`config.mk`:
```
export PLATFORM = sky130hd
export DESIGN_NAME = sample_frontend
export DESIGN_NICKNAME = d
export VERILOG_FILES = /design/src/rtl/scope_pkg.sv /design/src/rtl/sample_frontend.sv
export SDC_FILE = /design/constraint.sdc
export NUM_CORES = 1
export LEC_CHECK = 0
export BUFFER_PORTS_ARGS = -buffer_cell sky130_fd_sc_hd__buf_2
export CAP_MARGIN = 10
export CORE_UTILIZATION = 55
export CTS_BUF_LIST = sky130_fd_sc_hd__clkbuf_4
export CTS_CLUSTER_DIAMETER = 50
export DETAILED_ROUTE_END_ITERATION = 8
export PLACE_DENSITY = 0.88
export SLEW_MARGIN = 20
export SYNTH_ARGS = -nofsm -noshare
export SYNTH_HDL_FRONTEND = slang
export SYNTH_SLANG_ARGS = --single-unit
```
`constraint.sdc`:
```
create_clock -name clk -period 6.75 [get_ports clk]
set_input_delay 1.35 -clock clk [delete_from_list [all_inputs] [get_ports clk]]
set_output_delay 1.35 -clock clk [all_outputs]
set_load 0.1 [all_outputs]
```
`src/rtl/scope_pkg.sv`:
```
// scope acquisition core shared definitions
// widths, command and state codes, config structs and the command frame
`default_nettype none

package scope_pkg;

	localparam int SAMPLE_W   = 12;
	localparam int LANES      = 4;             // samples per word
	localparam int RAM_DEPTH  = 1024;          // capture words
	localparam int ADDR_W     = 10;
	localparam int RSP_W      = 32;
	localparam logic [RSP_W-1:0] FW_VERSION = 32'd19;

	typedef logic signed [SAMPLE_W-1:0] sample_t;
	typedef sample_t [LANES-1:0]         sample_word_t;  // lane 0 is the earliest
	typedef logic [ADDR_W-1:0]           addr_t;

	localparam sample_t SAMPLE_MIN = sample_t'(-(2**(SAMPLE_W-1)));  // has no inverse
	localparam sample_t SAMPLE_MAX = sample_t'(2**(SAMPLE_W-1) - 1);

	typedef enum logic [7:0] {
		OP_READ      = 8'd0,
		OP_ARM       = 8'd1,
		OP_INFO      = 8'd2,
		OP_TRIG_SET  = 8'd8,
		OP_MERGE_SET = 8'd9
	} opcode_e;

	typedef enum logic [7:0] {
		TRIG_FORCE = 8'd0,
		TRIG_RISE  = 8'd1,
		TRIG_FALL  = 8'd2
	} trig_type_e;

	typedef enum logic [7:0] {
		ACQ_IDLE        = 8'd0,
		ACQ_WAIT_LOW    = 8'd1,    // rising, wait below lower
		ACQ_WAIT_HIGH   = 8'd2,    // rising, count above upper
		ACQ_WAIT_HIGH_F = 8'd3,    // falling, wait above upper
		ACQ_WAIT_LOW_F  = 8'd4,    // falling, count below lower
		ACQ_POST        = 8'd250,
		ACQ_DONE        = 8'd251
	} acq_state_e;

	// encoding equals log2 of the merge factor
	typedef enum logic [1:0] {
		MERGE_1 = 2'd0,
		MERGE_2 = 2'd1,
		MERGE_4 = 2'd2
	} merge_sel_e;

	// --------------------
	// configuration and status
	typedef struct packed {
		trig_type_e  trig_type;
		logic [15:0] length_to_take;   // words written after the trigger
		sample_t     lower_thresh;
		sample_t     upper_thresh;
		logic [7:0]  tot;              // extra words over threshold
	} acq_cfg_t;

	typedef struct packed {
		merge_sel_e merge_sel;
		logic       highres;           // average instead of decimate
	} merge_cfg_t;

	typedef struct packed {
		acq_state_e  state;
		addr_t       trig_addr;
		logic [31:0] event_count;
	} acq_status_t;

	// --------------------
	// command frame views, byte 7 at the top and byte 0 the opcode
	typedef struct packed {
		logic [31:0] len;              // words, little endian
		logic [23:0] rsvd;
		opcode_e     opcode;
	} read_cmd_t;

	typedef struct packed {
		logic [15:0] rsvd_hi;
		logic [15:0] length_to_take;   // bytes 5..4
		logic [15:0] rsvd_lo;
		trig_type_e  trig_type;
		opcode_e     opcode;
	} arm_cmd_t;

	typedef struct packed {
		logic [47:0] rsvd;
		logic [7:0]  selector;
		opcode_e     opcode;
	} info_cmd_t;

	typedef struct packed {
		logic [15:0] rsvd;
		logic [7:0]  tot;
		logic [7:0]  pre_lo;           // preoffset low byte
		logic [7:0]  pre_hi;           // only bits 1..0 used
		logic [7:0]  hyst;
		logic [7:0]  centre;
		opcode_e     opcode;
	} trig_cmd_t;

	typedef struct packed {
		logic [31:0] rsvd_hi;
		logic [7:0]  factor;           // 1, 2 or 4
		logic [7:0]  flags;            // bit 0 highres
		logic [7:0]  rsvd_lo;
		opcode_e     opcode;
	} merge_cmd_t;

	typedef union packed {
		logic [63:0] raw;
		read_cmd_t   rd;
		arm_cmd_t    arm;
		info_cmd_t   info;
		trig_cmd_t   trig;
		merge_cmd_t  merge;
	} cmd_frame_u;

endpackage

`default_nettype wire
```
`src/rtl/sample_frontend.sv`:
```
// sample front end
// inverts adc lanes, then decimates or averages them into merged words
`timescale 1ns/1ps
`default_nettype none

module sample_frontend (
	input  wire                          clk,
	input  wire                          rstn,
	input  wire                          i_adc_stb,
	input  wire scope_pkg::sample_word_t i_adc_word,
	input  wire scope_pkg::merge_cfg_t   i_merge_cfg,
	output logic                         o_merged_stb,
	output scope_pkg::sample_word_t      o_merged_word
);
	import scope_pkg::*;

	sample_word_t               inv;       // negated lanes
	sample_word_t               res;       // group results, low lanes valid
	logic signed [SAMPLE_W+1:0] acc;       // group sum, room for four lanes
	logic [1:0]                 grp;       // input words already in this merged word
	logic [1:0]                 grp_last;
	logic [2:0]                 n_res;     // results per input word
	merge_cfg_t                 cfg_q;
	logic                       cfg_chg;

	assign grp_last = 2'((3'd1 << i_merge_cfg.merge_sel) - 3'd1);
	assign n_res    = 3'(LANES >> i_merge_cfg.merge_sel);
	assign cfg_chg  = (i_merge_cfg != cfg_q);

	// --------------------
	// invert and merge within one input word
	always_comb begin
		for (int i = 0; i < LANES; i++)
			inv[i] = (i_adc_word[i] == SAMPLE_MIN) ? SAMPLE_MAX : -i_adc_word[i];  // saturate
		res = inv;                                  // factor 1 passes every lane
		acc = '0;
		case (i_merge_cfg.merge_sel)
			MERGE_2: begin
				for (int j = 0; j < LANES / 2; j++) begin
					acc    = inv[2*j] + inv[2*j+1];
					res[j] = i_merge_cfg.highres ? sample_t'(acc >>> 1) : inv[2*j];
				end
			end
			MERGE_4: begin
				acc    = inv[0] + inv[1] + inv[2] + inv[3];
				res[0] = i_merge_cfg.highres ? sample_t'(acc >>> 2) : inv[0];
			end
			default: ;
		endcase
	end

	// --------------------
	// group counter, restarts on any config change
	always_ff @(posedge clk or negedge rstn) begin
		if (!rstn) begin
			grp          <= '0;
			cfg_q        <= '0;
			o_merged_stb <= 1'b0;
		end else begin
			cfg_q        <= i_merge_cfg;
			o_merged_stb <= i_adc_stb && !cfg_chg && (grp == grp_last);  // word complete
			if (cfg_chg)
				grp <= '0;
			else if (i_adc_stb)
				grp <= (grp == grp_last) ? 2'd0 : grp + 2'd1;
		end
	end

	// assembly register, earliest group lands at lane 0
	always_ff @(posedge clk) begin
		if (i_adc_stb) begin
			for (int j = 0; j < LANES; j++)
				if (j < n_res)
					o_merged_word[grp*n_res + j] <= res[j];
		end
	end

endmodule

`default_nettype wire

```
==> results.py <==
metrics = {
    "status": {
        "outcome": "finished with violations",
        "violations": "design-rule violations",
    },
    "clocking": {
        "cts.clk_slew.worst_paths_ps": 180,
        "cts_tree": "built",
        "cts-root-buf": "clkbuf_4",
        "cts_setup_buffers": 0,
        "ctsResizeCount": 0,
        "cts.sinks": 54,
        "worstSkewPairLatency_ps": 410,
        "ctsHtreeMaxLevel": 2,
        "clockBufferDepth": 2,
        "holdBufCountCts": 0,
        "numCtsBuffers": 5,
    },
    "yosys": {
        "netlist_area_sq_um": 7361,
        "syn_nets": 1070,
        "yosys_warnings": 0,
        "synth-edff-count": 48,
        "synth_area_per_cell_sq_um": 7.740,
        "synthCells": 951,
        "ys_types": 88,
        "ys_seq_area_frac": 0.2162,
        "yosys_register_bits": 54,
        "async_reset_ff_frac": 0.1111,
        "synthFlopType": "edfxtp_1",
    },
    "sta": {
        "hold_ws_ps": 634.9,
        "period_needed_ps": 6530,
        "skew_ps": 15.96,
        "slew-limit-headroom": 0.2654,
        "tightest_slew_ps": 1098,
        "period_share": 0.9674,
        "fmax_mhz": 153.1,
        "rsz0062_at_grt": "no",
        "hold_viol": 0,
        "layout_setup_ws_ps": 219.9,
        "final_max_slew_viol_count": 0,
        "setup_viol": 0,
    },
    "place": {
        "portBuffers": 102,
        "place_ws_ps": -60.95,
        "hpwl_mm": 20.32,
        "globalplace.congestion": 1.059,
    },
    "grt": {
        "grt_pass1_vias": 7620,
        "antenna_found_initial": 1,
        "grt_max_degree": 55,
        "track_usage": 0.3804,
        "grt_pass1_wl_mm": 41.32,
        "grt_overflow": 0,
    },
    "floorplan": {
        "dieHeight_microns": 117.7,
        "rows": 41,
        "die_width_microns": 117.7,
        "io_pins": 103,
        "core-area_sq_um": 12820,
        "start_util": 0.5740,
        "dieArea_sq_um": 13850,
    },
    "power_and_ir_drop": {
        "vdd_drop_max_mv": 0.1922,
        "power_frac_seq": 0.250,
        "p_int_w": 0.0008118,
        "power.density_nw_per_um2": 209.6,
        "p_leak_nw": 3.529,
        "p_sw_frac": 0.5288,
        "power_frac_clock": 0.093,
        "switchingPower_w": 0.0009110,
        "combPwrFrac": 0.657,
    },
    "worst_setup_path": {
        "critPathRequiredTime_ps": 6930,
        "critPathLaunchType": "input pin",
        "end_kind": "flop",
        "path_class": "input pin to flop",
        "arrival_ps": 6710,
        "cp_max_fo": 7,
    },
    "finish": {
        "fin_nets": 1171,
        "drive_above_1_share": 0.1654,
        "syn_to_final_growth_pct": 11.64,
    },
    "detailed_routing": {
        "dr_total_vias": 8353,
        "ant_nets": 0,
        "drc": 2,
        "drtPass1Iterations": 9,
        "wl_mm": 26.62,
        "via_per_inst": 6.819,
        "drt_iter0_markers": 1215,
        "routedWlPerCell_microns": 21.73,
    },
    "min_path": {
        "hp-class": "flop to flop",
    },
    "run": {
        "cap_violations": 0,
    },
}
-- synthesized netlist by cell type, types with 9 or more instances --
master | n | area [sq um]
o221ai_1 | 11 | 96.34
o31ai_1 | 9 | 67.56
or3_1 | 12 | 75.07
nor4_1 | 12 | 75.07
nand3_1 | 27 | 135.1
nor2b_1 | 9 | 56.30
a222oi_1 | 10 | 100.1
xor2_1 | 27 | 236.5
and2_1 | 11 | 68.82
nand2_1 | 108 | 405.4
nand2b_1 | 12 | 75.07
a21o_1 | 11 | 82.58
xnor2_1 | 24 | 210.2
o21ai_0 | 58 | 290.3
a21oi_1 | 69 | 345.3
o21ai_1 | 13 | 65.06
nor2_1 | 103 | 386.6
a211oi_1 | 9 | 67.56
a22oi_1 | 12 | 90.09
or2_2 | 9 | 56.30
a31oi_1 | 10 | 62.56
edfxtp_1 | 48 | 1441
fa_1 | 16 | 320.3
nor3_1 | 29 | 145.1
inv_1 | 49 | 183.9
mux2i_1 | 13 | 130.1
ha_1 | 49 | 613.1
o22ai_1 | 19 | 118.9
clkbuf_1 | 28 | 105.1
-- path summary, 6_finish.rpt --
path                                    start                          end  slack (ps)  cells past startpoint
setup / recovery                i_adc_word[0]  o_merged_word[33]$_DFFE_PP_         220                     21
setup reg to reg           grp[1]$_DFFE_PN0P_  o_merged_word[17]$_DFFE_PP_        2440                     12
min in group asynchronous                rstn           grp[1]$_DFFE_PN0P_         740                      1
hold reg to reg            cfg_q[2]$_DFF_PN0_           grp[0]$_DFFE_PN0P_         630                      3
max in group asynchronous                rstn           grp[0]$_DFFE_PN0P_        5870                      1
hold / removal             cfg_q[2]$_DFF_PN0_           grp[0]$_DFFE_PN0P_         630                      3
-- cell type report --
cell class | count | area [sq um]
multi-input combinational | 808 | 5426
fill | 1177 | 4607
sequential | 54 | 1592
timing repair buffer | 133 | 743.2
tap | 172 | 215.2
inverter | 50 | 187.7
clock buffer | 5 | 37.54
clock inverter | 2 | 13.76
antenna | 1 | 2.502
-- through the flow --
step           cell area [sq um]  power (W)  instances  TNS, ps    util
2_1_floorplan               7361   0.001243        951        0       -
3_3_place_gp                8164   0.001532       1217   -37.78  0.6366
3_5_place_dp                8164   0.001532       1217   -64.34  0.6366
4_1_cts                     8215   0.001686       1224        0  0.6406
5_1_grt                     8218   0.001803       1225        0  0.6408
6_report                    8218   0.001723       1225        0  0.6408
-- power by group through the flow --
stage          Combinational (W)  Clock (W)  Sequential, W
2_1_floorplan           0.000592          0       0.000650
3_3_place_gp             0.00110          0       0.000436
3_5_place_dp             0.00109          0       0.000437
4_1_cts                  0.00110   0.000157       0.000430
5_1_grt                  0.00120   0.000167       0.000433
6_report                 0.00113   0.000160       0.000431
-- logic make-up (layout without fill, tap and decap cells) --
family / Yosys count / count (layout) / share of synthesized area
other: 0 / 1 / 0
AO/OA/AOI/OAI: 304 / 304 / 0.2795
buffers and inverters: 89 / 190 / 0.04657
XOR/XNOR: 52 / 52 / 0.06374
flip-flops: 54 / 54 / 0.2162
AND/OR/NAND/NOR: 370 / 370 / 0.2429
multiplexers: 17 / 17 / 0.02431
adder cells (fa/ha/maj): 65 / 65 / 0.1268
-- state kept, by name (all words and copies together) (netlist names) --
name           count
cfg_q              3
o_merged_stb       1
grp                2
o_merged_word     48
-- critical path, stage by stage --
cell and delay [ps]:
buf_2 100, inv_1 40, ha_1 270, and3b_1 230, and3_1 210, or2_2 310
ha_1 380, a21oi_1 140, o221a_2 330, o21bai_1 150, xor2_1 250, fa_1 460
ha_1 280, nor3_1 300, o221ai_1 280, a31o_2 320, a21oi_1 180, mux2i_1 130
a211oi_2 490, a211oi_1 170, a211o_1 330
-- routing by layer --
layer / wire [microns] / vias up / track usage / share of wire
met5: 67 / - / 0.03676 / 0.0025
met1: 10270 / 3821 / 0.5032 / 0.39
li1: - / 3753 / - / -
met4: 1684 / 2 / 0.2147 / 0.063
met2: 11270 / 641 / 0.5665 / 0.42
met3: 3321 / 136 / 0.08624 / 0.12
-- placed cells by master (no fill, tap or decap), types with 12 or more instances in the layout --
cell | netlist | routed
a21oi_1 | 69 | 69
a22oi_1 | 12 | 12
buf_2 | 7 | 102
buf_4 | 0 | 31
edfxtp_1 | 48 | 48
fa_1 | 16 | 16
ha_1 | 49 | 49
inv_1 | 49 | 49
mux2i_1 | 13 | 13
nand2_1 | 108 | 108
nand2b_1 | 12 | 12
nand3_1 | 27 | 27
nor2_1 | 103 | 103
nor3_1 | 29 | 29
nor4_1 | 12 | 12
o21ai_0 | 58 | 58
o21ai_1 | 13 | 13
o22ai_1 | 19 | 19
or3_1 | 12 | 12
xnor2_1 | 24 | 24
xor2_1 | 27 | 27
No activity file was read; power rests on OpenSTA's default activity.
