[config.mk]
export PLATFORM = sky130hd
export DESIGN_NAME = command_engine
export DESIGN_NICKNAME = d
export VERILOG_FILES = /design/src/rtl/scope_pkg.sv /design/src/rtl/command_engine.sv
export SDC_FILE = /design/constraint.sdc
export NUM_CORES = 1
export LEC_CHECK = 0
export BUFFER_PORTS_ARGS = -buffer_cell sky130_fd_sc_hd__buf_2
export CAP_MARGIN = 40
export CORE_MARGIN = 4
export CORE_UTILIZATION = 50
export DETAILED_ROUTE_END_ITERATION = 8
export PLACE_DENSITY = 0.77
export SYNTH_ARGS = -nofsm -noshare
export SYNTH_HDL_FRONTEND = slang
export SYNTH_SLANG_ARGS = --single-unit
export TNS_END_PERCENT = 50
[constraint.sdc]
create_clock -name clk -period 2.27 [get_ports clk]
set_input_delay 0.454 -clock clk [delete_from_list [all_inputs] [get_ports clk]]
set_output_delay 0.454 -clock clk [all_outputs]
set_load 0.005 [all_outputs]
[src/rtl/scope_pkg.sv]
// scope acquisition core shared definitions
// widths, command and state codes, config structs and the command frame
`default_nettype none

package scope_pkg;

	localparam int SAMPLE_W   = 12;
	localparam int LANES      = 4;             // samples per word
	localparam int RAM_DEPTH  = 1024;          // capture words
	localparam int ADDR_W     = 10;
	localparam int RSP_W      = 32;
	localparam logic [RSP_W-1:0] FW_VERSION = 32'd19;

	typedef logic signed [SAMPLE_W-1:0] sample_t;
	typedef sample_t [LANES-1:0]         sample_word_t;  // lane 0 is the earliest
	typedef logic [ADDR_W-1:0]           addr_t;

	localparam sample_t SAMPLE_MIN = sample_t'(-(2**(SAMPLE_W-1)));  // has no inverse
	localparam sample_t SAMPLE_MAX = sample_t'(2**(SAMPLE_W-1) - 1);

	typedef enum logic [7:0] {
		OP_READ      = 8'd0,
		OP_ARM       = 8'd1,
		OP_INFO      = 8'd2,
		OP_TRIG_SET  = 8'd8,
		OP_MERGE_SET = 8'd9
	} opcode_e;

	typedef enum logic [7:0] {
		TRIG_FORCE = 8'd0,
		TRIG_RISE  = 8'd1,
		TRIG_FALL  = 8'd2
	} trig_type_e;

	typedef enum logic [7:0] {
		ACQ_IDLE        = 8'd0,
		ACQ_WAIT_LOW    = 8'd1,    // rising, wait below lower
		ACQ_WAIT_HIGH   = 8'd2,    // rising, count above upper
		ACQ_WAIT_HIGH_F = 8'd3,    // falling, wait above upper
		ACQ_WAIT_LOW_F  = 8'd4,    // falling, count below lower
		ACQ_POST        = 8'd250,
		ACQ_DONE        = 8'd251
	} acq_state_e;

	// encoding equals log2 of the merge factor
	typedef enum logic [1:0] {
		MERGE_1 = 2'd0,
		MERGE_2 = 2'd1,
		MERGE_4 = 2'd2
	} merge_sel_e;

	// --------------------
	// configuration and status
	typedef struct packed {
		trig_type_e  trig_type;
		logic [15:0] length_to_take;   // words written after the trigger
		sample_t     lower_thresh;
		sample_t     upper_thresh;
		logic [7:0]  tot;              // extra words over threshold
	} acq_cfg_t;

	typedef struct packed {
		merge_sel_e merge_sel;
		logic       highres;           // average instead of decimate
	} merge_cfg_t;

	typedef struct packed {
		acq_state_e  state;
		addr_t       trig_addr;
		logic [31:0] event_count;
	} acq_status_t;

	// --------------------
	// command frame views, byte 7 at the top and byte 0 the opcode
	typedef struct packed {
		logic [31:0] len;              // words, little endian
		logic [23:0] rsvd;
		opcode_e     opcode;
	} read_cmd_t;

	typedef struct packed {
		logic [15:0] rsvd_hi;
		logic [15:0] length_to_take;   // bytes 5..4
		logic [15:0] rsvd_lo;
		trig_type_e  trig_type;
		opcode_e     opcode;
	} arm_cmd_t;

	typedef struct packed {
		logic [47:0] rsvd;
		logic [7:0]  selector;
		opcode_e     opcode;
	} info_cmd_t;

	typedef struct packed {
		logic [15:0] rsvd;
		logic [7:0]  tot;
		logic [7:0]  pre_lo;           // preoffset low byte
		logic [7:0]  pre_hi;           // only bits 1..0 used
		logic [7:0]  hyst;
		logic [7:0]  centre;
		opcode_e     opcode;
	} trig_cmd_t;

	typedef struct packed {
		logic [31:0] rsvd_hi;
		logic [7:0]  factor;           // 1, 2 or 4
		logic [7:0]  flags;            // bit 0 highres
		logic [7:0]  rsvd_lo;
		opcode_e     opcode;
	} merge_cmd_t;

	typedef union packed {
		logic [63:0] raw;
		read_cmd_t   rd;
		arm_cmd_t    arm;
		info_cmd_t   info;
		trig_cmd_t   trig;
		merge_cmd_t  merge;
	} cmd_frame_u;

endpackage

`default_nettype wire
[src/rtl/command_engine.sv]
// command and readout engine
// collects 8-byte frames, keeps the config, answers with 32-bit words
// and streams capture data from the trigger point minus the preoffset
`timescale 1ns/1ps
`default_nettype none

module command_engine (
	input  wire                          clk,
	input  wire                          rstn,
	input  wire                          i_cmd_stb,
	input  wire [7:0]                    i_cmd_byte,
	input  wire scope_pkg::acq_status_t  i_status,
	input  wire scope_pkg::sample_word_t i_rd_data,
	output scope_pkg::acq_cfg_t          o_acq_cfg,
	output scope_pkg::merge_cfg_t        o_merge_cfg,
	output logic                         o_arm_stb,
	output logic                         o_readout_done_stb,
	output scope_pkg::addr_t             o_rd_addr,
	output logic                         o_rsp_stb,
	output logic [scope_pkg::RSP_W-1:0]  o_rsp_data
);
	import scope_pkg::*;

	cmd_frame_u          frame_q;     // byte 0 ends at the bottom
	logic [2:0]          byte_cnt;
	logic                byte_ok;     // byte accepted, none during readout
	logic                frame_vld;   // frame complete, decode now
	addr_t               preoffset;
	logic                rsp_stb_q;
	logic [RSP_W-1:0]    rsp_q;
	logic                rd_wait;     // first address out, data next cycle
	logic                rd_busy;
	logic                rd_half;     // low: lanes 1/0, high: lanes 3/2
	logic [31:0]         rd_left;     // ram words still to send
	logic [SAMPLE_W-1:0] lo_calc;
	logic [SAMPLE_W-1:0] hi_calc;

	assign byte_ok = i_cmd_stb && !rd_wait && !rd_busy;

	// thresholds from centre and hysteresis, 12-bit wrap
	assign lo_calc = (({4'd0, frame_q.trig.centre} - {4'd0, frame_q.trig.hyst} - 12'd128) << 4)
	                 + 12'd8;
	assign hi_calc = (({4'd0, frame_q.trig.centre} + {4'd0, frame_q.trig.hyst} - 12'd128) << 4)
	                 + 12'd8;

	// --------------------
	// frame assembly
	always_ff @(posedge clk or negedge rstn) begin
		if (!rstn) begin
			byte_cnt  <= '0;
			frame_vld <= 1'b0;
		end else begin
			frame_vld <= byte_ok && (byte_cnt == 3'd7);
			if (byte_ok)
				byte_cnt <= byte_cnt + 3'd1;
		end
	end

	always_ff @(posedge clk) begin
		if (byte_ok)
			frame_q.raw <= {i_cmd_byte, frame_q.raw[63:8]};
	end

	// --------------------
	// decode and readout sequencing
	always_ff @(posedge clk or negedge rstn) begin
		if (!rstn) begin
			o_acq_cfg   <= '0;        // forced trigger, zero thresholds and length
			o_merge_cfg <= '0;
			preoffset   <= '0;
			o_arm_stb   <= 1'b0;
			rsp_stb_q   <= 1'b0;
			rsp_q       <= '0;
			rd_wait     <= 1'b0;
			rd_busy     <= 1'b0;
			rd_half     <= 1'b0;
			rd_left     <= '0;
			o_rd_addr   <= '0;
		end else begin
			o_arm_stb <= 1'b0;
			rsp_stb_q <= 1'b0;
			if (frame_vld) begin
				case (frame_q.rd.opcode)
					OP_ARM: begin
						o_acq_cfg.trig_type      <= frame_q.arm.trig_type;
						o_acq_cfg.length_to_take <= frame_q.arm.length_to_take;
						o_arm_stb <= 1'b1;
						rsp_stb_q <= 1'b1;
						rsp_q     <= {24'd0, i_status.state};   // state before arming
					end
					OP_INFO: begin
						rsp_stb_q <= 1'b1;
						case (frame_q.info.selector)
							8'd0:    rsp_q <= FW_VERSION;
							8'd1:    rsp_q <= i_status.event_count;
							default: rsp_q <= '0;
						endcase
					end
					OP_TRIG_SET: begin
						o_acq_cfg.lower_thresh <= sample_t'(lo_calc);
						o_acq_cfg.upper_thresh <= sample_t'(hi_calc);
						o_acq_cfg.tot          <= frame_q.trig.tot;
						preoffset <= {frame_q.trig.pre_hi[1:0], frame_q.trig.pre_lo};
						rsp_stb_q <= 1'b1;
						rsp_q     <= {24'd0, frame_q.trig.opcode};
					end
					OP_MERGE_SET: begin
						case (frame_q.merge.factor)
							8'd2:    o_merge_cfg.merge_sel <= MERGE_2;
							8'd4:    o_merge_cfg.merge_sel <= MERGE_4;
							default: o_merge_cfg.merge_sel <= MERGE_1;
						endcase
						o_merge_cfg.highres <= frame_q.merge.flags[0];
						rsp_stb_q <= 1'b1;
						rsp_q     <= {24'd0, frame_q.merge.opcode};
					end
					OP_READ: begin
						o_rd_addr <= i_status.trig_addr - preoffset;  // wraps around the ram
						rd_left   <= frame_q.rd.len;
						rd_wait   <= (frame_q.rd.len != 32'd0);
					end
					default: ;                                     // unknown, no answer
				endcase
			end
			if (rd_wait) begin
				rd_wait <= 1'b0;
				rd_busy <= 1'b1;
				rd_half <= 1'b0;
			end
			if (rd_busy) begin
				rd_half <= !rd_half;
				if (!rd_half) begin
					o_rd_addr <= o_rd_addr + 1'b1;     // next word ready after the second half
				end else begin
					rd_left <= rd_left - 32'd1;
					if (rd_left == 32'd1)
						rd_busy <= 1'b0;
				end
			end
		end
	end

	assign o_readout_done_stb = rd_busy & rd_half & (rd_left == 32'd1);
	assign o_rsp_stb  = rsp_stb_q | rd_busy;
	assign o_rsp_data = !rd_busy ? rsp_q :
	                    rd_half  ? {4'd0, i_rd_data[3], 4'd0, i_rd_data[2]} :
	                               {4'd0, i_rd_data[1], 4'd0, i_rd_data[0]};

endmodule

`default_nettype wire

==> results.sh <==
export IMPL_outcome="finished, violations left"
export IMPL_violations="negative setup slack"
export IMPL_synth_seq_cells=208
export IMPL_hold_viol=0
export IMPL_setup_worst_path_end_class="output pin"
export IMPL_worstPathRequired_ps=1820
export IMPL_port_buffers=206
export IMPL_synth_compound_area_frac=0.1441
export IMPL_finalCriticalPeriod_ps=2786
export IMPL_power_density_nw_per_um2=834.9
export IMPL_dp_hpwl_mm=19.05
export IMPL_ys_seq_area_frac=0.5351
export IMPL_grtUsageTotal=0.2271
export IMPL_fin_crit_sh=1.227
export IMPL_setup_worst_path_start_class="register"
export IMPL_cts_htree_levels=1
export IMPL_syn2layout_area_growth_pct=25.29
export IMPL_synthAdderAreaFrac=0.05428
export IMPL_timing_fmax_ghz=0.3589
export IMPL_drt_iter0_drc=634
export IMPL_rsz0062_at_grt="yes"
export IMPL_clkTransAtPathRegs_ps=60
export IMPL_synth_edff_count=64
export IMPL_cap_violations=0
export IMPL_synthMuxAreaShare=0.08130
export IMPL_yosysTopAreaCell="dfrtp_1"
export IMPL_syn_avg_cell_area_um2=11.42
export IMPL_cts_root_buf="clkbuf_16"
export IMPL_fin_util=0.6373
export IMPL_synthCells=904
export IMPL_layout_nets=1297
export IMPL_setup_viol=1
export IMPL_critPathMaxFanout=2
export IMPL_slew_violations=0
export IMPL_multi_input_area_um2=4506
export IMPL_numCtsBuffers=22
export IMPL_coreArea_um2=20300
export IMPL_yosysMostFrequentCell="dfrtp_1"
export IMPL_die_area_um2=23020
export IMPL_antenna_found_initial=1
export IMPL_crit_type="reg -> out"
export IMPL_grt_first_pass_wirelength_mm=41.50
export IMPL_gp_congestion=0.8866
export IMPL_yosys_area_share_simple=0.1296
export IMPL_worstPathArrival_ps=2330
export IMPL_synth_commonest_cells="144 x dfrtp_1, 72 x nor2_1, 64 x edfxtp_1"
export IMPL_grt_max_degree=65
export IMPL_yosysWarnings=0
export IMPL_drt_total_wl_mm=26.72
export IMPL_viasPerCell=5.728
export IMPL_synthXorXnorAreaFrac=0.01527
export IMPL_cts_tree="yes"
export IMPL_die_h_um=151.7
export IMPL_async_reset_ff_frac=0.6923
export IMPL_clkLatencyLatePin_ps=510
export IMPL_synth_flop_cell="dfrtp_1"
export IMPL_synth_top_family_by_area="compound AO/OA/AOI/OAI gates"
export IMPL_start_util=0.5087
export IMPL_dp_cells=1387
export IMPL_fin_worst_skew_ps=13.45
export IMPL_holdCritPathClass="in -> reg"
export IMPL_cts_sinks=208
export IMPL_p_leak_nw=6.175
export IMPL_fillers=1614
export IMPL_yosysUniqueCellTypes=79
export IMPL_syn_area_um2=10330
export IMPL_synth_area_top_cells="dfrtp_1 35%, edfxtp_1 19%, ha_1 4.8%"
export IMPL_ff_latch_area_um2=5528
export IMPL_tightest_slew_ps=693.7
export IMPL_synth_top_area_share=0.3490
export IMPL_relSlewSlack=0.5326
export IMPL_via_count=8202
export IMPL_instances_no_fill=1432
export IMPL_die_w_um=151.7
export IMPL_ant_nets=0
export IMPL_drive_gt1_frac=0.3239
export IMPL_drtPass1Iterations=7
export IMPL_max_vdd_ir_drop_uv=719.1
export IMPL_grt_pass1_vias=8063
export IMPL_pin_count=213
export IMPL_timing_final_ws_setup_ps=-516.1
export IMPL_drc=0
export IMPL_fp_row_count=52
export IMPL_grt_overflow=0
export IMPL_avgRoutedWirePerCell_um=18.66
export IMPL_clk_path_buf_depth=3
-- metal layers --
metal,wire [um],part of all wire,up-vias,global-route usage
met2,13470,0.50,317,0.4016
met4,1156,0.043,0,0.09614
met5,0,0,-,0
met3,1743,0.065,69,0.03748
met1,10360,0.39,3986,0.2753
li1,-,-,3830,-
-- registers in the layout (all words and copies together), names as in the netlist --
register / flops
byte_cnt: 3
frame_q: 64
frame_vld: 1
o_acq_cfg: 48
o_arm_stb: 1
o_merge_cfg: 3
o_rd_addr: 10
preoffset: 10
rd_busy: 1
rd_half: 1
rd_left: 32
rd_wait: 1
rsp_q: 32
rsp_stb_q: 1
-- where the power goes --
| group | total (mW) | switching (mW) | leakage [nW] | internal [mW] |
|---|---|---|---|---|
| registers | 4.39 | 0.256 | 2.57 | 4.13 |
| logic | 2.27 | 1.24 | 3.20 | 1.03 |
| clock network | 4.14 | 1.46 | 0.403 | 2.69 |
-- cell families after synthesis --
group / Yosys count
AO/OA/AOI/OAI: 222
XOR/XNOR: 18
adder cells (fa/ha/maj): 43
buffers and inverters: 85
flip-flops: 208
multiplexers: 74
other: 1
AND/OR/NAND/NOR: 253
-- path summary, 6_finish.rpt --
check                              start                  to  slack (ps)  cells after the start
max in group asynchronous           rstn             rd_busy        1140                      3
max                          rd_left[26]  o_readout_done_stb        -520                      5
min in group asynchronous           rstn       o_acq_cfg[27]         470                      2
min reg2reg                      rd_wait             rd_wait         440                      1
max reg2reg                   frame_q[9]       o_acq_cfg[31]          90                      8
min                        i_cmd_byte[4]         frame_q[60]         130                      1
-- critical path, stage by stage, from the launching register on --
cell     delay, ps
dfrtp_1        380
or4_4          540
or2_4          240
or3_4          340
nor4_4         170
buf_2          160
-- cells in the final DEF (no fill, tap or decap), types with 10 or more instances in the layout --
master       n
dfrtp_1    142
a21oi_1     55
inv_1       36
edfxtp_1    64
buf_4       44
xor2_1      11
nor3_1      29
ha_1        38
mux2_4      10
nor4_1      17
a22o_1      24
o21a_1      11
o211ai_1    11
nor2_1      72
o21ai_0     42
nand4_1     10
buf_2      205
clkbuf_16   23
mux2_2      32
nor2b_1     12
mux2i_1     20
nand2_1     59
-- stage by stage --
step | TNS [ps] | instance area (um2) | total power, mW | setup WS [ps] | hold slack [ps]
global placement | -45.01 | 11930 | 6.490 | -45.01 | 426.7
CTS | -535.8 | 12840 | 10.78 | -535.8 | 116.7
finish | -516.1 | 12940 | 10.80 | -516.1 | 134.0
floorplan | 0 | 10350 | 5.678 | 54.80 | 158.4
global route | -633.3 | 12940 | 11.30 | -621.9 | 120.0
detailed placement | -117.3 | 11930 | 6.561 | -87.02 | 429.4
-- cell type report --
cell class                 count  share of cell area
clock inverter                12             0.01905
inverter                      37             0.01103
sequential                   208              0.4273
multi-input combinational    616              0.3483
timing repair buffer         260              0.1214
clock buffer                  28             0.04671
antenna                        1           0.0001934
tap                          270             0.02611
-- timing repair --
action	in CTS	in global routing
setup endpoints to repair	5	15
hold buffers	1	0
gates resized for setup	3	17
gates cloned	1	0
buffers inserted	1	1
pin swaps	1	2
hold endpoints to repair	50	0
No activity file was read; power rests on OpenSTA's default activity.
