==> src/rtl/scope_pkg.sv <==
// scope acquisition core shared definitions
// widths, command and state codes, config structs and the command frame
`default_nettype none

package scope_pkg;

	localparam int SAMPLE_W   = 12;
	localparam int LANES      = 4;             // samples per word
	localparam int RAM_DEPTH  = 1024;          // capture words
	localparam int ADDR_W     = 10;
	localparam int RSP_W      = 32;
	localparam logic [RSP_W-1:0] FW_VERSION = 32'd19;

	typedef logic signed [SAMPLE_W-1:0] sample_t;
	typedef sample_t [LANES-1:0]         sample_word_t;  // lane 0 is the earliest
	typedef logic [ADDR_W-1:0]           addr_t;

	localparam sample_t SAMPLE_MIN = sample_t'(-(2**(SAMPLE_W-1)));  // has no inverse
	localparam sample_t SAMPLE_MAX = sample_t'(2**(SAMPLE_W-1) - 1);

	typedef enum logic [7:0] {
		OP_READ      = 8'd0,
		OP_ARM       = 8'd1,
		OP_INFO      = 8'd2,
		OP_TRIG_SET  = 8'd8,
		OP_MERGE_SET = 8'd9
	} opcode_e;

	typedef enum logic [7:0] {
		TRIG_FORCE = 8'd0,
		TRIG_RISE  = 8'd1,
		TRIG_FALL  = 8'd2
	} trig_type_e;

	typedef enum logic [7:0] {
		ACQ_IDLE        = 8'd0,
		ACQ_WAIT_LOW    = 8'd1,    // rising, wait below lower
		ACQ_WAIT_HIGH   = 8'd2,    // rising, count above upper
		ACQ_WAIT_HIGH_F = 8'd3,    // falling, wait above upper
		ACQ_WAIT_LOW_F  = 8'd4,    // falling, count below lower
		ACQ_POST        = 8'd250,
		ACQ_DONE        = 8'd251
	} acq_state_e;

	// encoding equals log2 of the merge factor
	typedef enum logic [1:0] {
		MERGE_1 = 2'd0,
		MERGE_2 = 2'd1,
		MERGE_4 = 2'd2
	} merge_sel_e;

	// --------------------
	// configuration and status
	typedef struct packed {
		trig_type_e  trig_type;
		logic [15:0] length_to_take;   // words written after the trigger
		sample_t     lower_thresh;
		sample_t     upper_thresh;
		logic [7:0]  tot;              // extra words over threshold
	} acq_cfg_t;

	typedef struct packed {
		merge_sel_e merge_sel;
		logic       highres;           // average instead of decimate
	} merge_cfg_t;

	typedef struct packed {
		acq_state_e  state;
		addr_t       trig_addr;
		logic [31:0] event_count;
	} acq_status_t;

	// --------------------
	// command frame views, byte 7 at the top and byte 0 the opcode
	typedef struct packed {
		logic [31:0] len;              // words, little endian
		logic [23:0] rsvd;
		opcode_e     opcode;
	} read_cmd_t;

	typedef struct packed {
		logic [15:0] rsvd_hi;
		logic [15:0] length_to_take;   // bytes 5..4
		logic [15:0] rsvd_lo;
		trig_type_e  trig_type;
		opcode_e     opcode;
	} arm_cmd_t;

	typedef struct packed {
		logic [47:0] rsvd;
		logic [7:0]  selector;
		opcode_e     opcode;
	} info_cmd_t;

	typedef struct packed {
		logic [15:0] rsvd;
		logic [7:0]  tot;
		logic [7:0]  pre_lo;           // preoffset low byte
		logic [7:0]  pre_hi;           // only bits 1..0 used
		logic [7:0]  hyst;
		logic [7:0]  centre;
		opcode_e     opcode;
	} trig_cmd_t;

	typedef struct packed {
		logic [31:0] rsvd_hi;
		logic [7:0]  factor;           // 1, 2 or 4
		logic [7:0]  flags;            // bit 0 highres
		logic [7:0]  rsvd_lo;
		opcode_e     opcode;
	} merge_cmd_t;

	typedef union packed {
		logic [63:0] raw;
		read_cmd_t   rd;
		arm_cmd_t    arm;
		info_cmd_t   info;
		trig_cmd_t   trig;
		merge_cmd_t  merge;
	} cmd_frame_u;

endpackage

`default_nettype wire
==> src/rtl/trigger_ctrl.sv <==
// acquisition FSM with forced, rising and falling threshold triggers
// counts time over threshold and the post-trigger words
`timescale 1ns/1ps
`default_nettype none

module trigger_ctrl (
	input  wire                          clk,
	input  wire                          rstn,
	input  wire                          i_merged_stb,
	input  wire scope_pkg::sample_word_t i_merged_word,
	input  wire scope_pkg::acq_cfg_t     i_acq_cfg,
	input  wire                          i_arm_stb,
	input  wire                          i_readout_done_stb,
	output logic                         o_wr_en,
	output logic                         o_trig_mark,
	output scope_pkg::acq_state_e        o_state,
	output logic [31:0]                  o_event_count
);
	import scope_pkg::*;

	logic        lo_hit;       // some lane below lower
	logic        hi_hit;       // some lane above upper
	logic        fire;
	logic        force_pend;   // forced trigger armed, waits for a word
	logic [7:0]  tot_cnt;      // words over threshold so far
	logic [15:0] post_cnt;

	always_comb begin
		lo_hit = 1'b0;
		hi_hit = 1'b0;
		for (int i = 0; i < LANES; i++) begin
			if ($signed(i_merged_word[i]) < $signed(i_acq_cfg.lower_thresh))
				lo_hit = 1'b1;
			if ($signed(i_merged_word[i]) > $signed(i_acq_cfg.upper_thresh))
				hi_hit = 1'b1;
		end
	end

	always_comb begin
		case (o_state)
			ACQ_IDLE:       fire = force_pend;
			ACQ_WAIT_HIGH:  fire = hi_hit && (tot_cnt == i_acq_cfg.tot);
			ACQ_WAIT_LOW_F: fire = lo_hit && (tot_cnt == i_acq_cfg.tot);
			default:        fire = 1'b0;
		endcase
	end

	assign o_trig_mark = i_merged_stb & fire;                     // ram latches this word
	assign o_wr_en     = i_merged_stb & (o_state != ACQ_DONE);    // keep pretrigger history

	// --------------------
	always_ff @(posedge clk or negedge rstn) begin
		if (!rstn) begin
			o_state       <= ACQ_IDLE;
			force_pend    <= 1'b0;
			tot_cnt       <= '0;
			post_cnt      <= '0;
			o_event_count <= '0;
		end else begin
			case (o_state)
				ACQ_IDLE: begin
					tot_cnt  <= '0;
					post_cnt <= '0;
					if (o_trig_mark) begin
						force_pend <= 1'b0;
						o_state    <= ACQ_POST;
					end else if (i_arm_stb) begin
						case (i_acq_cfg.trig_type)
							TRIG_RISE: o_state <= ACQ_WAIT_LOW;
							TRIG_FALL: o_state <= ACQ_WAIT_HIGH_F;
							default:   force_pend <= 1'b1;   // fire on next word
						endcase
					end
				end
				ACQ_WAIT_LOW:
					if (i_merged_stb && lo_hit)
						o_state <= ACQ_WAIT_HIGH;
				ACQ_WAIT_HIGH:
					if (o_trig_mark)
						o_state <= ACQ_POST;
					else if (i_merged_stb && hi_hit)
						tot_cnt <= tot_cnt + 8'd1;
				ACQ_WAIT_HIGH_F:
					if (i_merged_stb && hi_hit)
						o_state <= ACQ_WAIT_LOW_F;
				ACQ_WAIT_LOW_F:
					if (o_trig_mark)
						o_state <= ACQ_POST;
					else if (i_merged_stb && lo_hit)
						tot_cnt <= tot_cnt + 8'd1;
				ACQ_POST:
					if (post_cnt == i_acq_cfg.length_to_take) begin
						o_state       <= ACQ_DONE;          // freeze the buffer
						o_event_count <= o_event_count + 32'd1;
					end else if (i_merged_stb) begin
						post_cnt <= post_cnt + 16'd1;
					end
				ACQ_DONE:
					if (i_readout_done_stb)
						o_state <= ACQ_IDLE;
				default:
					o_state <= ACQ_IDLE;
			endcase
		end
	end

endmodule

`default_nettype wire

==> config.mk <==
export PLATFORM = sky130hd
export DESIGN_NAME = trigger_ctrl
export DESIGN_NICKNAME = d
export VERILOG_FILES = /design/src/rtl/scope_pkg.sv /design/src/rtl/trigger_ctrl.sv
export SDC_FILE = /design/constraint.sdc
export NUM_CORES = 1
export LEC_CHECK = 0
export BUFFER_PORTS_ARGS = -buffer_cell sky130_fd_sc_hd__buf_2
export CAP_MARGIN = 15
export CORE_ASPECT_RATIO = 1.25
export CORE_MARGIN = 2
export CORE_UTILIZATION = 25
export CTS_CLUSTER_DIAMETER = 50
export DETAILED_ROUTE_END_ITERATION = 16
export SYNTH_ARGS = -nofsm -noshare
export SYNTH_HDL_FRONTEND = slang
export SYNTH_SLANG_ARGS = --single-unit
==> constraint.sdc <==
create_clock -name clk -period 5.6 [get_ports clk]
set_input_delay 1.12 -clock clk [delete_from_list [all_inputs] [get_ports clk]]
set_output_delay 1.12 -clock clk [all_outputs]
set_load 0.01 [all_outputs]
==> results of run 1 <==
==> per-stage QoR <==
step                      instance area [µm²]   util
after CTS                                6820  0.318
after global placement                   6510  0.303
after floorplan                          5450      -
after detailed placement                 6510  0.303
after global routing                     6820  0.318
final                                    6830  0.318
==> worst max-delay path: stages <==
cell       delay [ps]
buf_2              80
inv_1             100
ha_1              370
nand4_1           120
or3_1             400
o32a_1            370
a2bb2oi_1         290
a31oi_1           170
a21o_1            250
buf_2             160
==> state kept, by name (all words and copies together), names as in the netlist <==
register,flops
o_event_count,32
post_cnt,16
tot_cnt,8
o_state,4
force_pend,1
==> per-layer routing <==
metal,part of all wire,wire length [µm]
met5,0.0024,38
met4,0.010,166
met3,0.057,911
met2,0.48,7680
met1,0.45,7170
==> power breakdown <==
group / switching, µW / internal (µW)
clock network: 201 / 368
logic: 318 / 233
registers: 58.6 / 469
total: 578 / 1070
==> cell type report <==
| type | count | area [µm²] |
|---|---|---|
| antenna | 1 | 2.50 |
| clock buffer | 11 | 253 |
| clock inverter | 5 | 58.8 |
| fill | 2320 | 14600 |
| inverter | 41 | 154 |
| multi-input combinational | 485 | 3720 |
| sequential | 61 | 1530 |
| tap | 279 | 349 |
| timing repair buffer | 152 | 766 |
==> cell usage in the layout, fill, tap and decap left out, types with 3 or more instances in the layout <==
cell,n
buf_2,150
ha_1,95
dfrtp_1,61
inv_1,41
nand2_1,41
nor2_1,40
xnor2_1,38
nand3_1,35
xor2_1,34
a21oi_1,23
nand4_1,23
and3_1,17
a21o_1,16
nor3_1,13
o21ai_0,10
clkbuf_16,9
nor2b_1,8
nand2b_1,6
and4_1,6
a31oi_1,6
o211ai_1,6
a211oi_1,4
o22ai_1,4
nand3b_1,3
mux2_2,3
and2_1,3
mux2i_1,3
==> cell families after synthesis <==
| logic type | synth area share |
|---|---|
| simple gates | 0.199 |
| compound gates | 0.133 |
| fa+ha+maj | 0.218 |
| xor+xnor | 0.116 |
| flops | 0.280 |
| buf+inv | 0.0399 |
| mux | 0.0145 |
==> worst max-delay path by stage <==
stage / to / slack (ps) / depth (start not counted)
2_1_floorplan: o_trig_mark / 1570 / 8
6_report: o_trig_mark / 1050 / 10
5_1_grt: o_trig_mark / 800 / 10
3_3_place_gp: o_trig_mark / 1090 / 10
3_5_place_dp: o_trig_mark / 1040 / 10
4_1_cts: o_trig_mark / 1030 / 10
==> results.cfg, run 1 <==
[run_status]
status = finished, final reports clean

[synth]
synth_seq_area_share = 0.280
synth_flop_cell = dfrtp_1
synth_most_common_cell = ha_1
netlist.area_leader.share = 0.280
synth-edff-count = 0
syn_area_um2 = 5450
syn_nets = 803
ys_top_cells_by_area = dfrtp_1, ha_1, xnor2_1, xor2_1, nand3_1
ys_ff_latch = 61
synth-async-reset-ratio = 1.00
synth_area_leader_cell = dfrtp_1
yosysUniqueCellTypes = 63
synth_commonest_cells = ha_1, dfrtp_1, inv_1, nand2_1, nor2_1
yosysWarnings = 0
synth_cells = 599
syn_avg_cell_area_um2 = 9.11

[floorplan]
io_pins = 151
rows = 60
die_area_um2 = 23000
core_area_um2 = 21500
die_h_um = 169
die_w_um = 136
initial_core_util = 0.254

[hold_path]
hold_path_end = o_event_count[31]
hp-class = flop to flop
hold_start = o_event_count[31]
hold_depth = 1

[worst_setup_path]
critical_path.reg2reg.endpoint = tot_cnt[4]
end_kind = output pin
r2r_slack_ps = 2740
path_max_fanout = 4
rr_startpoint = o_state[2]
crit_type = input port to output pin
reg2regPathDepth = 7
arrival_ps = 3430
required_ps = 4480
crit_start = i_acq_cfg[19]
setup.worst_path.start_class = input port

[placement]
gp_congestion = 0.934
hpwl_um = 13200
dp_cells = 1018
io_buffers = 150
pre_cts_ws_ps = 1040

[global_routing]
grt_busiest_layer = met2
grt_max_degree = 51
grt_use_met3 = 0.0269
grt_pass1_vias = 4938
grt_use_total = 0.140
use_met2 = 0.248
grt_overflow = 0
grt_pass1_wl_um = 25100
use_met1 = 0.172
antenna_found_initial = 4

[sta]
worst_pin_slew_ps = 687
setup_ws_ps = 1050
rsz0062_at_grt = no
holdWs_ps = 463
finalClockSkew_ps = 8.34
fin_crit_ps = 4550
max_slew_margin = 0.541
fin_crit_sh = 0.812
fmax_mhz = 220
drv_slew = 0
setup_viol = 0
finalSetupTns_ps = 0
hold_viol = 0

[detailed_routing]
vias = 4985
firstDrtPassIters = 4
avgRoutedWirePerCell_um = 15.4
drc_errors = 0
dr.first_iter.drc_count = 142
totalWireLength_um = 16000
viasPerCell = 4.82
antenna_left = 0

[clock_network]
cts_max_level = 3
cts_sinks = 61
cts_buffers = 9
hold_buffers = 0
clk-insertion-delay-late_ps = 330
post_cts_resized = 0
cts_tree = yes
cts_buffer_depth = 2
clk_pin_slew_ps = 50
cts_setup_buffers = 0
ctsRootBufferMaster = clkbuf_16

[layout]
final_cell_count_no_fill = 1035
area.growth.synth_to_final_pct = 25.1
drive_above_1_share = 0.238
fin_nets = 954

[run]
maxCapViolCount = 0

[power]
leakage_uw = 0.00350
power_density_nw_per_um2 = 241
max-vdd-ir-drop_mv = 0.146
totalPowerFinal_uw = 1650
Power figures use the tool's default switching activity.
==> run 2, diff against run 1 <==
- clock period: 5.6 -> 3.7 ns (I/O delays scaled with it)
==> run 2 against run 1 <==
  * Via count grew 2.6%
  * Power rose by 50%
  * Clock power is 32% higher
  * Critical path depth did not move
  * Setup slack worse by 960 ps
  * Sequential share of layout area fell by 0.73 points
  * Global-route usage is essentially flat
  * Sequential power grew 52%
  * Routed wire length increased by 1.2%
  * First-iteration DRC count grew 1.4%
  * Clock skew about the same
  * Critical path type unchanged
  * Highest routed layer unchanged
==> results.cfg, run 2 (same netlist as run 1, synthesis figures left out) <==
[run_status]
status = finished, final reports clean

[global_routing]
grt_use_total = 0.140
grt_pass1_wl_um = 25700
grt_max_degree = 38
grt_pass1_vias = 5076
antenna_found_initial = 5
grt_overflow = 0

[sta]
fin_crit_ps = 3610
finalSetupTns_ps = 0
hold_viol = 0
drv_slew = 0
fin_crit_sh = 0.975
finalClockSkew_ps = 8.08
worst_pin_slew_ps = 867
max_slew_margin = 0.422
setup_viol = 0
fmax_mhz = 277

[worst_setup_path]
arrival_ps = 2870
path_max_fanout = 4
path_common_cell = a21o_1
end_kind = output pin
crit_type = input port to output pin
setup.worst_path.start_class = input port
cp_num_buf_inv = 3
critPathSlowestCell = a2111o_1
rr_startpoint = o_state[6]
worstPathCellList = buf_2 > inv_4 > ha_4 > a21o_1 > a2111o_1 > o31a_1 > a311oi_2 > a31oi_2 > a21o_1 > buf_4
r2r_slack_ps = 900
crit_cells = 10
required_ps = 2960
critical_path.reg2reg.endpoint = o_event_count[31]
path_delay_family = compound AO/OA/AOI/OAI gates
critPathMaxStageDelay_ps = 400
crit_start = i_acq_cfg[17]
crit_end = o_trig_mark
reg2regPathDepth = 8

[placement]
io_buffers = 150
place_area_um2 = 6670
hpwl_um = 13600
gp_congestion = 0.913

[clock_network]
cts_buffer_depth = 2
cts_sinks = 61
cts_tree = yes
clk-insertion-delay-late_ps = 330
ctsRootBufferMaster = clkbuf_16
cts_max_level = 3
clk_pin_slew_ps = 60
cts_buffers = 9

[floorplan]
die_area_um2 = 23000
die_w_um = 136
rows = 60
io_pins = 151
die_h_um = 169
initial_core_util = 0.254
core_area_um2 = 21500

[power]
totalPowerFinal_uw = 2460
max-vdd-ir-drop_mv = 0.251
leakage_uw = 0.00360
power_density_nw_per_um2 = 349

[layout]
fin_nets = 977
fillers = 2281
final_common_cell = buf_2
area.growth.synth_to_final_pct = 29.4
drive_above_1_share = 0.280
fin_area_um2 = 7060
largest_register_ff_count = 32
reg_top3 = o_event_count (32), post_cnt (16), tot_cnt (8)
final_core_util = 0.329
regMostFlops = o_event_count
final_cell_mix = buf_2, ha_1, dfrtp_1, nand2_1, nor2_1

[detailed_routing]
viasPerCell = 4.83
dr.first_iter.drc_count = 144
totalWireLength_um = 16200
antenna_left = 0
drc_errors = 0
vias = 5113
avgRoutedWirePerCell_um = 15.3
firstDrtPassIters = 4

[hold_path]
hold_depth = 1
hold_start = o_event_count[31]
hp-class = flop to flop

[run]
maxCapViolCount = 0
-- run 2: cell types whose count changed in the layout (fill, tap and decap cells not counted), sizes merged --
cell | before | now
bufinv | 1 | 0
clkinv | 2 | 4
buf | 152 | 175
clkinvlp | 2 | 3
clkbuf | 11 | 9
-- run 2: per-layer routing --
metal	vias up	wire length (µm)	global-route usage
met2	196	7930	0.246
met4	8	261	0.0376
met1	2345	6690	0.171
met3	25	1210	0.0323
li1	2539	-	-
met5	-	58	0
-- run 2: metrics by stage --
step                      hold WS [ps]  cells  setup WS [ps]
after floorplan                    436    599            429
after global placement             455   1039          -28.8
after detailed placement           458   1039          -40.5
after CTS                          465   1056          0.924
after global routing               497   1057          -13.2
final                              463   1058           92.4
-- run 2: final cells by class --
| class | count | area (µm²) | share of cell area |
|---|---|---|---|
| diodes | 1 | 2.50 | 0.000355 |
| repair buffers | 175 | 941 | 0.133 |
| well taps | 279 | 349 | 0.0495 |
| multi-input cells | 485 | 3810 | 0.540 |
| clock buffers | 9 | 225 | 0.0319 |
| clock inverters | 7 | 42.5 | 0.00603 |
| flip-flops and latches | 61 | 1530 | 0.216 |
| inverters | 41 | 156 | 0.0222 |
-- run 2: worst min path at each step --
stage	end	slack [ps]
6_report	o_event_count[31]	460
5_1_grt	o_event_count[9]	500
4_1_cts	o_event_count[31]	470
3_5_place_dp	o_event_count[31]	460
3_3_place_gp	o_event_count[31]	450
2_1_floorplan	force_pend	440
-- run 2: timing repair --
action / 4_1_cts / 5_1_grt
cloned: 0 / 0
pin swaps: 3 / 10
setup endpoints to repair: 1 / 1
gates resized for setup: 2 / 19
setup buffers: 1 / 1
hold buffers: 0 / 0
-- run 2: power by group --
group | internal, µW | leakage, µW | switching (µW)
Clock | 447 | 0.000127 | 305
Sequential | 710 | 0.000840 | 91.8
Combinational | 411 | 0.00263 | 500
-- run 2: worst register-to-register path, stage by stage, from the launching register on --
cell and delay, ps:
dfrtp_1 670, inv_1 170, nor3_2 580, and3_1 350
nand2_1 90, nor3_1 370, nand2b_1 180, nor2_1 160
xor2_1 150
==> run 3, diff against run 2 <==
- RECOVER_POWER: unset -> 100
==> run 3 against run 2 <==
  * The flow now finishes with violations (capacitance limit, slew limit)
  * Critical path depth is the same
  * Critical endpoint unchanged
  * Die area did not move
  * Sequential power hardly changed
  * Clock power is 0.7% lower
  * Cell count did not move
==> results.cfg, run 3 (same netlist as run 1, synthesis figures left out) <==
[run_status]
status = finished, violations left
violations = capacitance limit, slew limit

[sta]
holdWs_ps = 467
finalClockSkew_ps = 7.88
fin_crit_ps = 3600
fin_crit_sh = 0.974
worst_pin_slew_ps = 2050
finalSetupTns_ps = 0
drv_slew = 38
setup_viol = 0
fmax_mhz = 277
hold_viol = 0
max_slew_margin = -0.366

[layout]
ff_latch_area_um2 = 1530
fin_area_um2 = 6990
final_cell_mix = buf_2, ha_1, dfrtp_1, clkbuf_1, nand2_1
final_core_util = 0.325
fillers = 2296
multi_input_area_um2 = 3800
drive_above_1_share = 0.221
final_cell_count_no_fill = 1058
largest_register_ff_count = 32
regMostFlops = o_event_count
fin_nets = 977
final_common_cell = buf_2
area.growth.synth_to_final_pct = 28.1
reg_top3 = o_event_count (32), post_cnt (16), tot_cnt (8)

[global_routing]
antenna_found_initial = 5
grt_overflow = 0
grt_max_degree = 38
grt_pass1_vias = 5076
grt_pass1_wl_um = 25700
grt_use_total = 0.140

[worst_setup_path]
critPathSlowestCell = a2111o_1
critPathMaxStageDelay_ps = 400
path_common_cell = a21o_1
r2r_slack_ps = 490
path_delay_family = compound AO/OA/AOI/OAI gates
worstPathCellList = buf_2 > inv_4 > ha_4 > a21o_1 > a2111o_1 > o31a_1 > a311oi_2 > a31oi_2 > a21o_1 > buf_4
path_max_fanout = 4
crit_type = input port to output pin
end_kind = output pin
crit_end = o_trig_mark
rr_startpoint = o_state[6]
crit_cells = 10
cp_num_buf_inv = 3
reg2regPathDepth = 8
crit_start = i_acq_cfg[17]
required_ps = 2960
arrival_ps = 2860
setup.worst_path.start_class = input port
critical_path.reg2reg.endpoint = post_cnt[11]

[floorplan]
io_pins = 151
initial_core_util = 0.254
die_w_um = 136
rows = 60
die_area_um2 = 23000
die_h_um = 169
core_area_um2 = 21500

[detailed_routing]
drc_errors = 0
dr.first_iter.drc_count = 149
totalWireLength_um = 16200
antenna_left = 0
viasPerCell = 4.83
firstDrtPassIters = 5
vias = 5109
avgRoutedWirePerCell_um = 15.3

[clock_network]
cts_tree = yes
cts_max_level = 3
ctsRootBufferMaster = clkbuf_16
cts_buffers = 9
clk_pin_slew_ps = 50
hold_buffers = 0
clk-insertion-delay-late_ps = 330
cts_buffer_depth = 2
cts_sinks = 61

[power]
leakage_uw = 0.00342
power_density_nw_per_um2 = 349
max-vdd-ir-drop_mv = 0.246

[placement]
gp_congestion = 0.913
dp_cells = 1039
hpwl_um = 13600
place_area_um2 = 6670
io_buffers = 150

[hold_path]
hold_depth = 1
hold_start = o_event_count[31]
hp-class = flop to flop

[run]
maxCapViolCount = 1
## run 3: cell types whose count changed in the layout (fill, tap and decap cells not counted)
cell,change
clkbuf_1,+44
a22oi_1,+1
nor3_1,+1
buf_2,-42
buf_4,-2
nor3_2,-1
a22oi_2,-1
## run 3: worst min-delay path by stage
| stage | to | slack, ps |
|---|---|---|
| after floorplan | force_pend | 440 |
| after global placement | o_event_count[31] | 450 |
| after detailed placement | o_event_count[31] | 460 |
| after CTS | o_event_count[31] | 470 |
| after global routing | o_event_count[9] | 500 |
| final | o_event_count[31] | 470 |
## run 3: layout make-up
class / count / share of cell area
Sequential cell: 61 / 0.219
Inverter: 41 / 0.0224
Tap cell: 279 / 0.0500
Multi-Input combinational cell: 485 / 0.544
Clock inverter: 7 / 0.00609
Timing Repair Buffer: 175 / 0.126
Antenna cell: 1 / 0.000358
Clock buffer: 9 / 0.0322
## run 3: power by group
group	switching (µW)	internal, µW
Clock	300	447
Combinational	495	397
Sequential	92.1	710
## run 3: what timing repair did
| item | 4_1_cts | 5_1_grt |
|---|---|---|
| setup endpoints to repair | 1 | 1 |
| setup buffers | 1 | 1 |
| resized for setup | 2 | 19 |
| pin swaps | 3 | 10 |
## run 3: per-stage QoR
stage          total power (µW)  setup slack (ps)
2_1_floorplan              1370               429
3_3_place_gp               1690             -28.8
3_5_place_dp               1700             -40.5
4_1_cts                    2460             0.924
5_1_grt                    2620             -13.2
6_report                   2440              95.7
## run 3: layer usage
layer  wire length [µm]  global-route usage
met2               7920               0.246
met1               6770               0.171
met4                260              0.0376
met3               1190              0.0323
met5                 58                   0
